===== src/vred_macros.svh =====
`ifndef VRED_MACROS_SVH
`define VRED_MACROS_SVH

// lanes per element beat
`define VRED_LANES 8

// beats worth of elements per lane, sets the largest vl
`define VRED_MAX_VL_PER_LANE 8

// element width in bits
`define VRED_ELEM_W 16

// lane sums and the result wrap at this width
`define VRED_ACC_W 24

// wishbone byte address width
`define VRED_WB_AW 4

`endif

===== src/vred_pkg.sv =====
`include "vred_macros.svh"

package vred_pkg;

   // vector length, 0 to lanes * max per lane - 1
   typedef logic [$clog2(`VRED_LANES * `VRED_MAX_VL_PER_LANE) - 1 : 0] vl_t;

   typedef logic [`VRED_ELEM_W - 1 : 0] elem_t;
   typedef logic [`VRED_LANES - 1 : 0]  lane_mask_t;
   typedef logic [`VRED_ACC_W - 1 : 0]  acc_t;
   typedef logic [31:0]                 wb_data_t;

   // register map, byte offsets
   localparam logic [`VRED_WB_AW - 1 : 0] REG_VL     = 'h0;
   localparam logic [`VRED_WB_AW - 1 : 0] REG_CTRL   = 'h4;
   localparam logic [`VRED_WB_AW - 1 : 0] REG_STATUS = 'h8;
   localparam logic [`VRED_WB_AW - 1 : 0] REG_RESULT = 'hC;

   typedef enum logic [2:0] {
      st_idle,
      st_load,    // clear sums, latch vl
      st_stream,  // accept beats
      st_fold,    // serial lane fold
      st_done
   } ctrl_state_t;

endpackage


===== src/vred_lane_if.sv =====
`include "vred_macros.svh"

interface vred_lane_if;

   vred_pkg::elem_t [`VRED_LANES - 1 : 0] elem;  // lane 0 in the low bits
   vred_pkg::lane_mask_t                  valid;
   logic                                  shift_en;       // beat accepted
   logic                                  shift_partial;  // one fold step
   logic                                  partial_valid;
   logic                                  load;

   modport ctrl_mp (
      output elem, shift_en, shift_partial, load
   );

   modport valid_mp (
      input  shift_en, shift_partial, load,
      output valid, partial_valid
   );

   modport accum_mp (
      input elem, valid, shift_en, shift_partial, partial_valid, load
   );

endinterface


===== src/vred_top.sv =====
`include "vred_macros.svh"

module vred_top (
   input  logic                                     clk_i,
   input  logic                                     rst_i,

   input  logic                                     wb_cyc_i,
   input  logic                                     wb_stb_i,
   input  logic                                     wb_we_i,
   input  logic [`VRED_WB_AW - 1 : 0]               wb_adr_i,
   input  vred_pkg::wb_data_t                       wb_dat_i,
   input  logic [3:0]                               wb_sel_i,
   output vred_pkg::wb_data_t                       wb_dat_o,
   output logic                                     wb_ack_o,

   input  logic                                     elem_valid_i,
   input  logic [`VRED_LANES * `VRED_ELEM_W - 1 : 0] elem_data_i,
   output logic                                     elem_ready_o
);

   vred_pkg::vl_t  vl;
   vred_pkg::acc_t result;
   logic           start;
   logic           busy;
   logic           done;
   logic           last_beat;

   vred_lane_if lane_if ();

   vred_csr csr_inst (
      .clk_i    (clk_i),
      .rst_i    (rst_i),
      .wb_cyc_i (wb_cyc_i),
      .wb_stb_i (wb_stb_i),
      .wb_we_i  (wb_we_i),
      .wb_adr_i (wb_adr_i),
      .wb_dat_i (wb_dat_i),
      .wb_sel_i (wb_sel_i),
      .wb_dat_o (wb_dat_o),
      .wb_ack_o (wb_ack_o),
      .vl_o     (vl),
      .start_o  (start),
      .busy_i   (busy),
      .done_i   (done),
      .result_i (result)
   );

   data_validation #(
      .MAX_VL_PER_LANE (`VRED_MAX_VL_PER_LANE),
      .VLANE_NUM       (`VRED_LANES)
   ) valid_inst (
      .clk_i       (clk_i),
      .rst_i       (rst_i),
      .vl_i        (vl),
      .lane        (lane_if.valid_mp),
      .last_beat_o (last_beat)
   );

   vred_ctrl ctrl_inst (
      .clk_i        (clk_i),
      .rst_i        (rst_i),
      .start_i      (start),
      .elem_valid_i (elem_valid_i),
      .elem_data_i  (elem_data_i),
      .elem_ready_o (elem_ready_o),
      .last_beat_i  (last_beat),
      .lane         (lane_if.ctrl_mp),
      .busy_o       (busy),
      .done_o       (done)
   );

   vred_lane_accum accum_inst (
      .clk_i    (clk_i),
      .rst_i    (rst_i),
      .lane     (lane_if.accum_mp),
      .result_o (result)
   );

endmodule


===== src/vred_lane_accum.sv =====
`include "vred_macros.svh"

module vred_lane_accum (
   input  logic           clk_i,
   input  logic           rst_i,
   vred_lane_if.accum_mp  lane,
   output vred_pkg::acc_t result_o
);

   vred_pkg::acc_t acc [`VRED_LANES];
   vred_pkg::acc_t fold_add;

   // lane 1 joins the running sum in lane 0 only if it ever got data
   assign fold_add = lane.partial_valid ? acc[1] : '0;

   always_ff @(posedge clk_i) begin
      if (!rst_i) begin
         for (int i = 0; i < `VRED_LANES; i++) begin
            acc[i] <= '0;
         end
      end else if (lane.load) begin
         for (int i = 0; i < `VRED_LANES; i++) begin
            acc[i] <= '0;
         end
      end else if (lane.shift_en) begin
         for (int i = 0; i < `VRED_LANES; i++) begin
            if (lane.valid[i]) begin
               acc[i] <= acc[i] + vred_pkg::acc_t'(lane.elem[i]);  // wraps
            end
         end
      end else if (lane.shift_partial) begin
         acc[0] <= acc[0] + fold_add;
         for (int i = 1; i < `VRED_LANES - 1; i++) begin
            acc[i] <= acc[i + 1];  // shift down one lane
         end
         acc[`VRED_LANES - 1] <= '0;
      end
   end

   assign result_o = acc[0];

endmodule


===== src/vred_ctrl.sv =====
`include "vred_macros.svh"

module vred_ctrl (
   input  logic                                     clk_i,
   input  logic                                     rst_i,
   input  logic                                     start_i,
   input  logic                                     elem_valid_i,
   input  logic [`VRED_LANES * `VRED_ELEM_W - 1 : 0] elem_data_i,
   output logic                                     elem_ready_o,
   input  logic                                     last_beat_i,
   vred_lane_if.ctrl_mp                             lane,
   output logic                                     busy_o,
   output logic                                     done_o
);

   localparam int FOLD_W = $clog2(`VRED_LANES);
   localparam logic [FOLD_W - 1 : 0] FOLD_LAST = FOLD_W'(`VRED_LANES - 2);

   vred_pkg::ctrl_state_t state;
   logic [FOLD_W - 1 : 0] fold_cnt;
   logic                  beat_xfer;

   assign elem_ready_o = (state == vred_pkg::st_stream);
   assign beat_xfer    = elem_ready_o & elem_valid_i;

   assign lane.elem          = elem_data_i;
   assign lane.load          = (state == vred_pkg::st_load);
   assign lane.shift_en      = beat_xfer;
   assign lane.shift_partial = (state == vred_pkg::st_fold);

   assign busy_o = (state != vred_pkg::st_idle);
   assign done_o = (state == vred_pkg::st_done);

   always_ff @(posedge clk_i) begin
      if (!rst_i) begin
         state    <= vred_pkg::st_idle;
         fold_cnt <= '0;
      end else begin
         case (state)
            vred_pkg::st_idle: begin
               if (start_i) begin
                  state <= vred_pkg::st_load;
               end
            end
            vred_pkg::st_load: begin
               state <= vred_pkg::st_stream;
            end
            vred_pkg::st_stream: begin
               if (beat_xfer && last_beat_i) begin
                  state    <= vred_pkg::st_fold;
                  fold_cnt <= '0;
               end
            end
            vred_pkg::st_fold: begin
               fold_cnt <= fold_cnt + 1'b1;
               if (fold_cnt == FOLD_LAST) begin  // lanes - 1 steps
                  state <= vred_pkg::st_done;
               end
            end
            vred_pkg::st_done: begin
               state <= vred_pkg::st_idle;
            end
            default: begin
               state <= vred_pkg::st_idle;
            end
         endcase
      end
   end

endmodule


===== src/data_validation.sv =====
`include "vred_macros.svh"

module data_validation #(
   parameter int MAX_VL_PER_LANE = `VRED_MAX_VL_PER_LANE,
   parameter int VLANE_NUM       = `VRED_LANES
) (
   input  logic          clk_i,
   input  logic          rst_i,
   input  vred_pkg::vl_t vl_i,
   vred_lane_if.valid_mp lane,
   output logic          last_beat_o
);

   localparam int LANE_W = $clog2(VLANE_NUM);
   localparam int CNT_W  = $clog2(MAX_VL_PER_LANE);

   logic [LANE_W - 1 : 0]    mod_in;
   logic [CNT_W - 1 : 0]     div_in;
   logic [CNT_W - 1 : 0]     div_q;
   logic [CNT_W - 1 : 0]     base_counter;  // index of the current beat
   logic [VLANE_NUM - 1 : 0] last_valid;
   logic [VLANE_NUM - 1 : 0] last_valid_comb;
   logic [VLANE_NUM - 2 : 0] partial_results_reg;  // bit 0 is lane 1

   // vl split into whole beats and the tail count
   assign mod_in = vl_i[LANE_W - 1 : 0];
   assign div_in = vl_i[LANE_W +: CNT_W];

   always_comb begin
      last_valid_comb = '0;
      for (int i = 0; i < VLANE_NUM; i++) begin
         last_valid_comb[i] = (i < int'(mod_in));
      end
   end

   assign last_beat_o = (base_counter == div_q);

   // tail beat gets the low mod lanes only, and it may have none
   assign lane.valid = (last_beat_o ? last_valid : {VLANE_NUM{1'b1}})
                       & {VLANE_NUM{lane.shift_en}};

   assign lane.partial_valid = partial_results_reg[0];

   always_ff @(posedge clk_i) begin
      if (!rst_i) begin
         div_q               <= '0;
         base_counter        <= '0;
         last_valid          <= '0;
         partial_results_reg <= '0;
      end else begin
         if (lane.load) begin
            div_q        <= div_in;
            base_counter <= '0;
            last_valid   <= last_valid_comb;
            if (div_in == '0) begin
               // single beat, only lanes below mod ever see data
               partial_results_reg <= last_valid_comb[VLANE_NUM - 1 : 1];
            end else begin
               partial_results_reg <= '1;
            end
         end else if (lane.shift_en) begin
            if (!last_beat_o) begin
               base_counter <= base_counter + 1'b1;
            end
         end else if (lane.shift_partial) begin
            partial_results_reg <= partial_results_reg >> 1;  // follows the lane shift
         end
      end
   end

endmodule


===== src/vred_csr.sv =====
`include "vred_macros.svh"

module vred_csr (
   input  logic                      clk_i,
   input  logic                      rst_i,

   input  logic                      wb_cyc_i,
   input  logic                      wb_stb_i,
   input  logic                      wb_we_i,
   input  logic [`VRED_WB_AW - 1 : 0] wb_adr_i,
   input  vred_pkg::wb_data_t        wb_dat_i,
   input  logic [3:0]                wb_sel_i,
   output vred_pkg::wb_data_t        wb_dat_o,
   output logic                      wb_ack_o,

   output vred_pkg::vl_t             vl_o,
   output logic                      start_o,
   input  logic                      busy_i,
   input  logic                      done_i,
   input  vred_pkg::acc_t            result_i
);

   vred_pkg::vl_t  vl_q;
   vred_pkg::acc_t result_q;
   logic           done_q;
   logic           ack_q;
   logic           wb_req;
   logic           wb_wr;
   logic           ctrl_start;

   assign wb_req = wb_cyc_i & wb_stb_i;
   // writes commit in the ack cycle, the host still holds the bus
   assign wb_wr  = wb_req & ack_q & wb_we_i;

   assign ctrl_start = wb_wr & (wb_adr_i == vred_pkg::REG_CTRL) & wb_sel_i[0] & wb_dat_i[0];

   always_ff @(posedge clk_i) begin
      if (!rst_i) begin
         ack_q <= 1'b0;
      end else begin
         ack_q <= wb_req & ~ack_q;  // single cycle ack
      end
   end

   always_ff @(posedge clk_i) begin
      if (!rst_i) begin
         vl_q     <= '0;
         start_o  <= 1'b0;
         done_q   <= 1'b0;
         result_q <= '0;
      end else begin
         start_o <= ctrl_start & ~busy_i;  // start while busy is dropped

         if (wb_wr && wb_adr_i == vred_pkg::REG_VL && wb_sel_i[0]) begin
            vl_q <= wb_dat_i[$bits(vred_pkg::vl_t) - 1 : 0];
         end

         if (start_o) begin
            done_q <= 1'b0;
         end else if (done_i) begin
            done_q <= 1'b1;
         end

         if (done_i) begin
            result_q <= result_i;  // stays readable until the next job ends
         end
      end
   end

   // read data lands together with the ack
   always_ff @(posedge clk_i) begin
      if (wb_req && !ack_q) begin
         case (wb_adr_i)
            vred_pkg::REG_VL:     wb_dat_o <= vred_pkg::wb_data_t'(vl_q);
            vred_pkg::REG_STATUS: wb_dat_o <= {30'b0, done_q, busy_i};
            vred_pkg::REG_RESULT: wb_dat_o <= vred_pkg::wb_data_t'(result_q);
            default:              wb_dat_o <= '0;  // ctrl reads as zero
         endcase
      end
   end

   assign wb_ack_o = ack_q;
   assign vl_o     = vl_q;

endmodule


===== config.mk =====
export PLATFORM = sky130hd
export DESIGN_NAME = vred_top
export DESIGN_NICKNAME = d
export VERILOG_FILES = /design/src/vred_pkg.sv /design/src/vred_lane_if.sv /design/src/vred_top.sv /design/src/vred_lane_accum.sv /design/src/vred_ctrl.sv /design/src/data_validation.sv /design/src/vred_csr.sv
export VERILOG_INCLUDE_DIRS = /design/src
export SDC_FILE = /design/constraint.sdc
export NUM_CORES = 1
export LEC_CHECK = 0
export ABC_AREA = 1
export BUFFER_PORTS_ARGS = -buffer_cell sky130_fd_sc_hd__buf_2
export CORE_UTILIZATION = 45
export DETAILED_ROUTE_END_ITERATION = 10
export MAX_ROUTING_LAYER = met4
export SYNTH_ARGS = -nofsm -noshare
export SYNTH_HDL_FRONTEND = slang
export SYNTH_SLANG_ARGS = --single-unit

===== constraint.sdc =====
create_clock -name clk_i -period 2.9 [get_ports clk_i]
set_input_delay 0.29 -clock clk_i [delete_from_list [all_inputs] [get_ports clk_i]]
set_output_delay 0.29 -clock clk_i [all_outputs]
set_load 0.05 [all_outputs]

==> results of run 1 <==
power breakdown:
group          internal (W)  switching, W
Sequential          0.00443      0.000226
Combinational      0.000799       0.00162
Clock               0.00268       0.00192
Total               0.00791       0.00377
worst paths after layout:
kind | slack, ns | cells after the start | endpoint
worst max-delay path | 0.39 | 13 | accum_inst.acc[0][16]$_DFFE_PP_
worst min-delay path | 0.15 | 4 | accum_inst.acc[1][72]$_SDFFE_PP0P_
worst max register to register | 0.39 | 13 | accum_inst.acc[0][16]$_DFFE_PP_
worst min register to register | 0.41 | 1 | csr_inst.done_q$_SDFFE_PP0N_
stage by stage:
step | total power, W | cells | hold WS [ns]
2_1_floorplan | 0.00638 | 3698 | 0.385
3_3_place_gp | 0.00712 | 4512 | 0.396
3_5_place_dp | 0.00712 | 4512 | 0.400
4_1_cts | 0.0118 | 4590 | 0.109
5_1_grt | 0.0123 | 4590 | 0.168
6_report | 0.0117 | 4590 | 0.154
routing by layer:
metal	vias up	part of all wire [%]	track usage [%]
li1	12100	-	-
met1	10100	47	36.9
met2	491	46	43.6
met3	105	4.1	2.50
met4	0	2.8	8.38
met5	-	0	-
cell type report:
type	instances	area (um2)	share of cell area [%]
Multi-Input combinational cell	2762	13600	51.3
Clock buffer	51	1070	4.05
Sequential cell	275	7430	28.1
Timing Repair Buffer	204	1160	4.37
Clock inverter	17	116	0.440
Tap cell	680	851	3.22
Inverter	601	2260	8.55
cells in the final DEF (no fill, tap or decap), types with 36 or more instances in the layout:
master,instances
nand2_1,1432
inv_1,587
nor2_1,306
nand3_1,264
edfxtp_1,192
buf_2,170
a21oi_1,161
ha_1,154
o21ai_0,152
dfxtp_1,83
nand4_1,57
clkbuf_16,40
xnor2_1,36
worst min-delay path, cell delays in order:
cell	delay, ns
buf_2	0.09
ha_1	0.12
nand2_1	0.05
a21oi_1	0.12
cell families after synthesis:
logic type      count (synthesis)  synth area share, %
compound gates                361                 8.03
flops                         275                 31.5
other cells                     1               0.0159
simple gates                 2175                 38.2
buf+inv                       661                 11.0
fa+ha+maj                     163                 8.94
xor+xnor                       55                 2.28
==> results.md, run 1 <==
* Slew headroom at 59.0%
* Top reg by flops: accum_inst.acc
* Lkg Pwr at 13.6 nW
* Number of flops mapped to enable cells by yosys at 192
* # setup viols final at 0
* Sequential area share after synthesis at 31.5%
* GPL Wtd Cong at 0.951
* Worst slew pin tran at 0.612 ns
* Initial antenna violation count at 1
* Final wirelength at 71200 um
* Vias at 22900
* Main synth FF type: edfxtp_1
* Clock latency on the worst-skew pair at 0.56 ns
* Max FFs per register at 192
* Register bit total from synthesis at 275
* Fin util at 51.4%
* Synth top area share at 24.5%
* Syn_area_per_cell at 6.38 um2
* Worst Path Max Fanout at 3
* Initial core utilization at 45.7%
* CP arrival at 2.83 ns
* Top Ports at 208
* # DRC at 0
* Post-CTS Hold Fix Bufs at 10
* Post-synth top cells: nand2_1, inv_1, nor2_1, nand3_1, edfxtp_1
* Delay of the slowest cell on the worst path at 0.52 ns
* Final HPWL DP at 57100 um
* Post-place setup slack at 0.381 ns
* Critical Path Sink Type: flip-flop
* Vias in the first global route at 20800
* Max Clock Freq at 398 MHz
* CTS resizes at 0
* CTS Buf Count at 37
* Crit path max-delay family: simple AND/OR/NAND/NOR gates
* HP Class: input port to flip-flop
* Number of core rows at 83
* Worst IR Drop VDD at 0.328 mV
* First-pass detailed-route iteration total at 8
* Finished Cell Area at 26500 um2
* Post-CTS Setup Bufs at 0
* Pwr Density at 441 nW/um2
* Final WS setup at 0.390 ns
* GRT Overall Usage at 27.4%
* Core Area at 51500 um2
* Setup TNS at 0 ns
* Antenna Nets Post-Route at 0
* Tcrit/Tclk final at 86.6%
* Starting DRC count in detailed routing at 1594
* Fin nets at 4218
* CTS tree: yes
* Worst reg2reg startpoint: accum_inst.acc[0][24]$_SDFFCE_PN0P_
* Gr ovfl total at 0
* Fillers at 5513
* Largest net degree at the start of global routing at 88
* Cell taking the most area after synthesis: edfxtp_1
* Root Driver: clkbuf_16
* RSZ-0062 raised after global routing: false
* Die height at 231 um
* Synth Warn # at 0
* Drt wl/cell at 15.5 um
* Synth top area cells: edfxtp_1, nand2_1, inv_1
* CTS Buffer Depth at 3
* # clock sinks at 275
* WP data required at 3.22 ns
* Final Hold Fails at 0
* Max cap viols at 0
* PortBufs at 170
* DR vias/cell at 4.98
* Hold Path Origin: elem_data_i[112]
* Top cell by count, worst path: nand2_1
* Top-count cell post-synth: nand2_1
* Asr flop ratio synth at 0%
* Antenna cells at 0
* Final number of max-transition violations at 0
* Buf/Inv on CP at 1
* Post-DP Area at 25200 um2
* Share of cells above drive strength 1 at 7.75%
* H-tree Lvls at 2
* Die Wd at 231 um
* Worst setup path startpoint: accum_inst.acc[0][24]$_SDFFCE_PN0P_
* Post-synthesis cell count at 3691
* Crit path kind: flip-flop to flip-flop
* Largest regs: accum_inst.acc x192, csr_inst.result_q x24, csr_inst.wb_dat_o x24
* Post-synth cell types at 47
* Clock period minus worst slack at 2.51 ns
* Clk slew on worst S/H paths at 0.06 ns
* DIE AREA at 53300 um2
* Final Skew at 0.0135 ns
* Status: finished clean
* Worst path slowest cell: fa_1
* Mapped Area at 23600 um2
* Worst Setup Start Kind: flip-flop
* Global-route wire length before repair at 112000 um
* Area grow syn2layout at 12.3%
* Cells along the critical path: nand2_1 > inv_1 > ha_1 > fa_1 > nand2_1 > nand3_1 > and2_1 > nand2_1 > nand3_1 > nand2_1 > nand3_1 > nand3_1 > nand2_1
(Power assumes the default switching activity.)
==> run 2: changes to the inputs <==
==> constraint.sdc (replaced) <==
create_clock -name clk_i -period 2.9 [get_ports clk_i]
set_input_delay 0.145 -clock clk_i [delete_from_list [all_inputs] [get_ports clk_i]]
set_output_delay 0.145 -clock clk_i [all_outputs]
set_load 0.05 [all_outputs]
==> run 2 against run 1 <==
Effect of this change: first-iteration DRC count shrank 0.88%; via count grew 1.2%; utilization grew 0.10 points; maximum frequency grew 1.7%; clock skew grew 0.0063 ns; non-clock buffer count grew 5; critical path type unchanged; critical endpoint unchanged; largest cell class unchanged; highest routed layer unchanged.
==> results.md, run 2 (synthesized netlist as in run 1, its figures left out) <==
* Status: finished clean (unchanged)
* H-tree Lvls at 2 (unchanged)
* GRT Overall Usage at 27.7% (was 27.4%)
* Max Clock Freq at 405 MHz (was 398 MHz)
* Final Hold Fails at 0 (unchanged)
* Number of core rows at 83 (unchanged)
* Tcrit/Tclk final at 85.1% (was 86.6%)
* Pwr Density at 442 nW/um2 (was 441 nW/um2)
* Final wirelength at 71500 um (was 71200 um)
* DIE AREA at 53300 um2 (unchanged)
* Lkg Pwr at 13.6 nW (about the same)
* Clock latency on the worst-skew pair at 0.57 ns (was 0.56 ns)
* RSZ-0062 raised after global routing: false (unchanged)
* Fin cells at 4592 (was 4590)
* # clock sinks at 275 (unchanged)
* PortBufs at 170 (unchanged)
* Root Driver: clkbuf_16 (unchanged)
* Antenna cells at 0 (unchanged)
* Placed insts at 4513 (was 4512)
* # DRC at 0 (unchanged)
* CTS tree: yes (unchanged)
* Initial core utilization at 45.7% (unchanged)
* Most common cell after layout, fill and taps aside: nand2_1 (unchanged)
* CTS Buffer Depth at 3 (unchanged)
* Top reg by flops: accum_inst.acc (unchanged)
* Multi-input logic area at 13600 um2 (unchanged)
* Largest net degree at the start of global routing at 54 (was 88)
* Largest regs: accum_inst.acc x192, csr_inst.result_q x24, csr_inst.wb_dat_o x24 (unchanged)
* GPL Wtd Cong at 0.959 (was 0.951)
* Initial antenna violation count at 0 (was 1)
* Vias in the first global route at 21200 (was 20800)
* Gr ovfl total at 0 (unchanged)
* Top Ports at 208 (unchanged)
* Final number of max-transition violations at 0 (unchanged)
* # setup viols final at 0 (unchanged)
* Final HPWL DP at 57200 um (was 57100 um)
* Worst slew pin tran at 0.566 ns (was 0.612 ns)
* FF/Latch Area at 7430 um2 (unchanged)
* Final Skew at 0.0198 ns (was 0.0135 ns)
* Clk slew on worst S/H paths at 0.06 ns (about the same)
* Area grow syn2layout at 12.5% (was 12.3%)
* First-pass detailed-route iteration total at 7 (was 8)
* Core Area at 51500 um2 (unchanged)
* CP arrival at 2.79 ns (was 2.83 ns)
* Share of cells above drive strength 1 at 7.75% (about the same)
* Post-CTS Setup Bufs at 0 (unchanged)
* Fin nets at 4222 (was 4218)
* Setup TNS at 0 ns (unchanged)
* Crit path kind: flip-flop to flip-flop (unchanged)
* Worst IR Drop VDD at 0.337 mV (was 0.328 mV)
* Drt wl/cell at 15.6 um (was 15.5 um)
* Worst Path Max Fanout at 3 (unchanged)
* Critical Path Sink Type: flip-flop (unchanged)
* WP data required at 3.22 ns (about the same)
* Max FFs per register at 192 (unchanged)
* Reg2reg setup slack at 0.43 ns (was 0.39 ns)
* HP Class: input port to flip-flop (unchanged)
* Worst Setup Start Kind: flip-flop (unchanged)
* Die height at 231 um (unchanged)
* Global-route wire length before repair at 113000 um (was 112000 um)
* Antenna Nets Post-Route at 0 (unchanged)
* Starting DRC count in detailed routing at 1580 (was 1594)
* Die Wd at 231 um (unchanged)
* Fillers at 5503 (was 5513)
* CTS Buf Count at 36 (was 37)
* Slew headroom at 62.1% (was 59.0%)
* Vias at 23100 (was 22900)
* Clock period minus worst slack at 2.47 ns (was 2.51 ns)
* Max cap viols at 0 (unchanged)
* DR vias/cell at 5.03 (was 4.98)
* Most frequent cells in the layout: nand2_1, inv_1, nor2_1 (unchanged)
[run 2: final cells by class]
type	count	share of cell area [%]
Sequential cell	275	28.0
Timing Repair Buffer	209	4.54
Inverter	601	8.53
Clock buffer	46	3.70
Clock inverter	19	0.812
Multi-Input combinational cell	2762	51.2
Tap cell	680	3.21
[run 2: power breakdown]
part           total, W  internal [W]  switching (W)
sequential      0.00465       0.00443       0.000222
clock           0.00463       0.00276        0.00187
combinational   0.00243      0.000801        0.00163
total            0.0117       0.00799        0.00372
[run 2: routing by layer]
metal / vias up / GRT usage [%] / share of wire [%]
li1: 12200 / - / -
met1: 10300 / 36.9 / 47
met2: 557 / 44.5 / 46
met3: 102 / 2.53 / 4.5
met4: 0 / 8.13 / 2.7
met5: - / - / 0
[run 2: worst max-delay path, cell delays in order (launching register included)]
cell	delay [ns]
edfxtp_1	0.40
nand2_1	0.09
inv_1	0.05
ha_1	0.24
fa_1	0.52
nand2_1	0.12
nand3_1	0.09
and2_1	0.19
nand2_1	0.07
nand3_1	0.12
nand2_1	0.13
nand3_1	0.07
nand3_1	0.08
nand2_1	0.05
[run 2: what timing repair did]
action / CTS / global route
endpoints found under the hold margin: 13 / 0
hold buffers: 14 / 0
gates resized for setup: 0 / 0
[run 2: worst paths after layout]
kind,from,cells after the start,endpoint
min,elem_data_i[32],3,accum_inst.acc[0][48]$_SDFFCE_PN0P_
max reg2reg,accum_inst.acc[0][24]$_SDFFCE_PN0P_,13,accum_inst.acc[0][16]$_DFFE_PP_
min reg2reg,csr_inst.start_o$_SDFF_PN0_,1,csr_inst.done_q$_SDFFE_PP0N_
max,accum_inst.acc[0][24]$_SDFFCE_PN0P_,13,accum_inst.acc[0][16]$_DFFE_PP_
[run 2: per-stage QoR]
stage                     instance area (um2)  hold WS, ns  setup slack (ns)  utilization (%)  power, W
final                                   26500       0.0245             0.432             51.5    0.0117
after floorplan                         23600        0.273             0.584                -   0.00638
after CTS                               26500      0.00310             0.450             51.5    0.0118
after global routing                    26500       0.0351             0.248             51.5    0.0123
after detailed placement                25200        0.391             0.427             48.9   0.00712
after global placement                  25200        0.389             0.459             48.9   0.00712
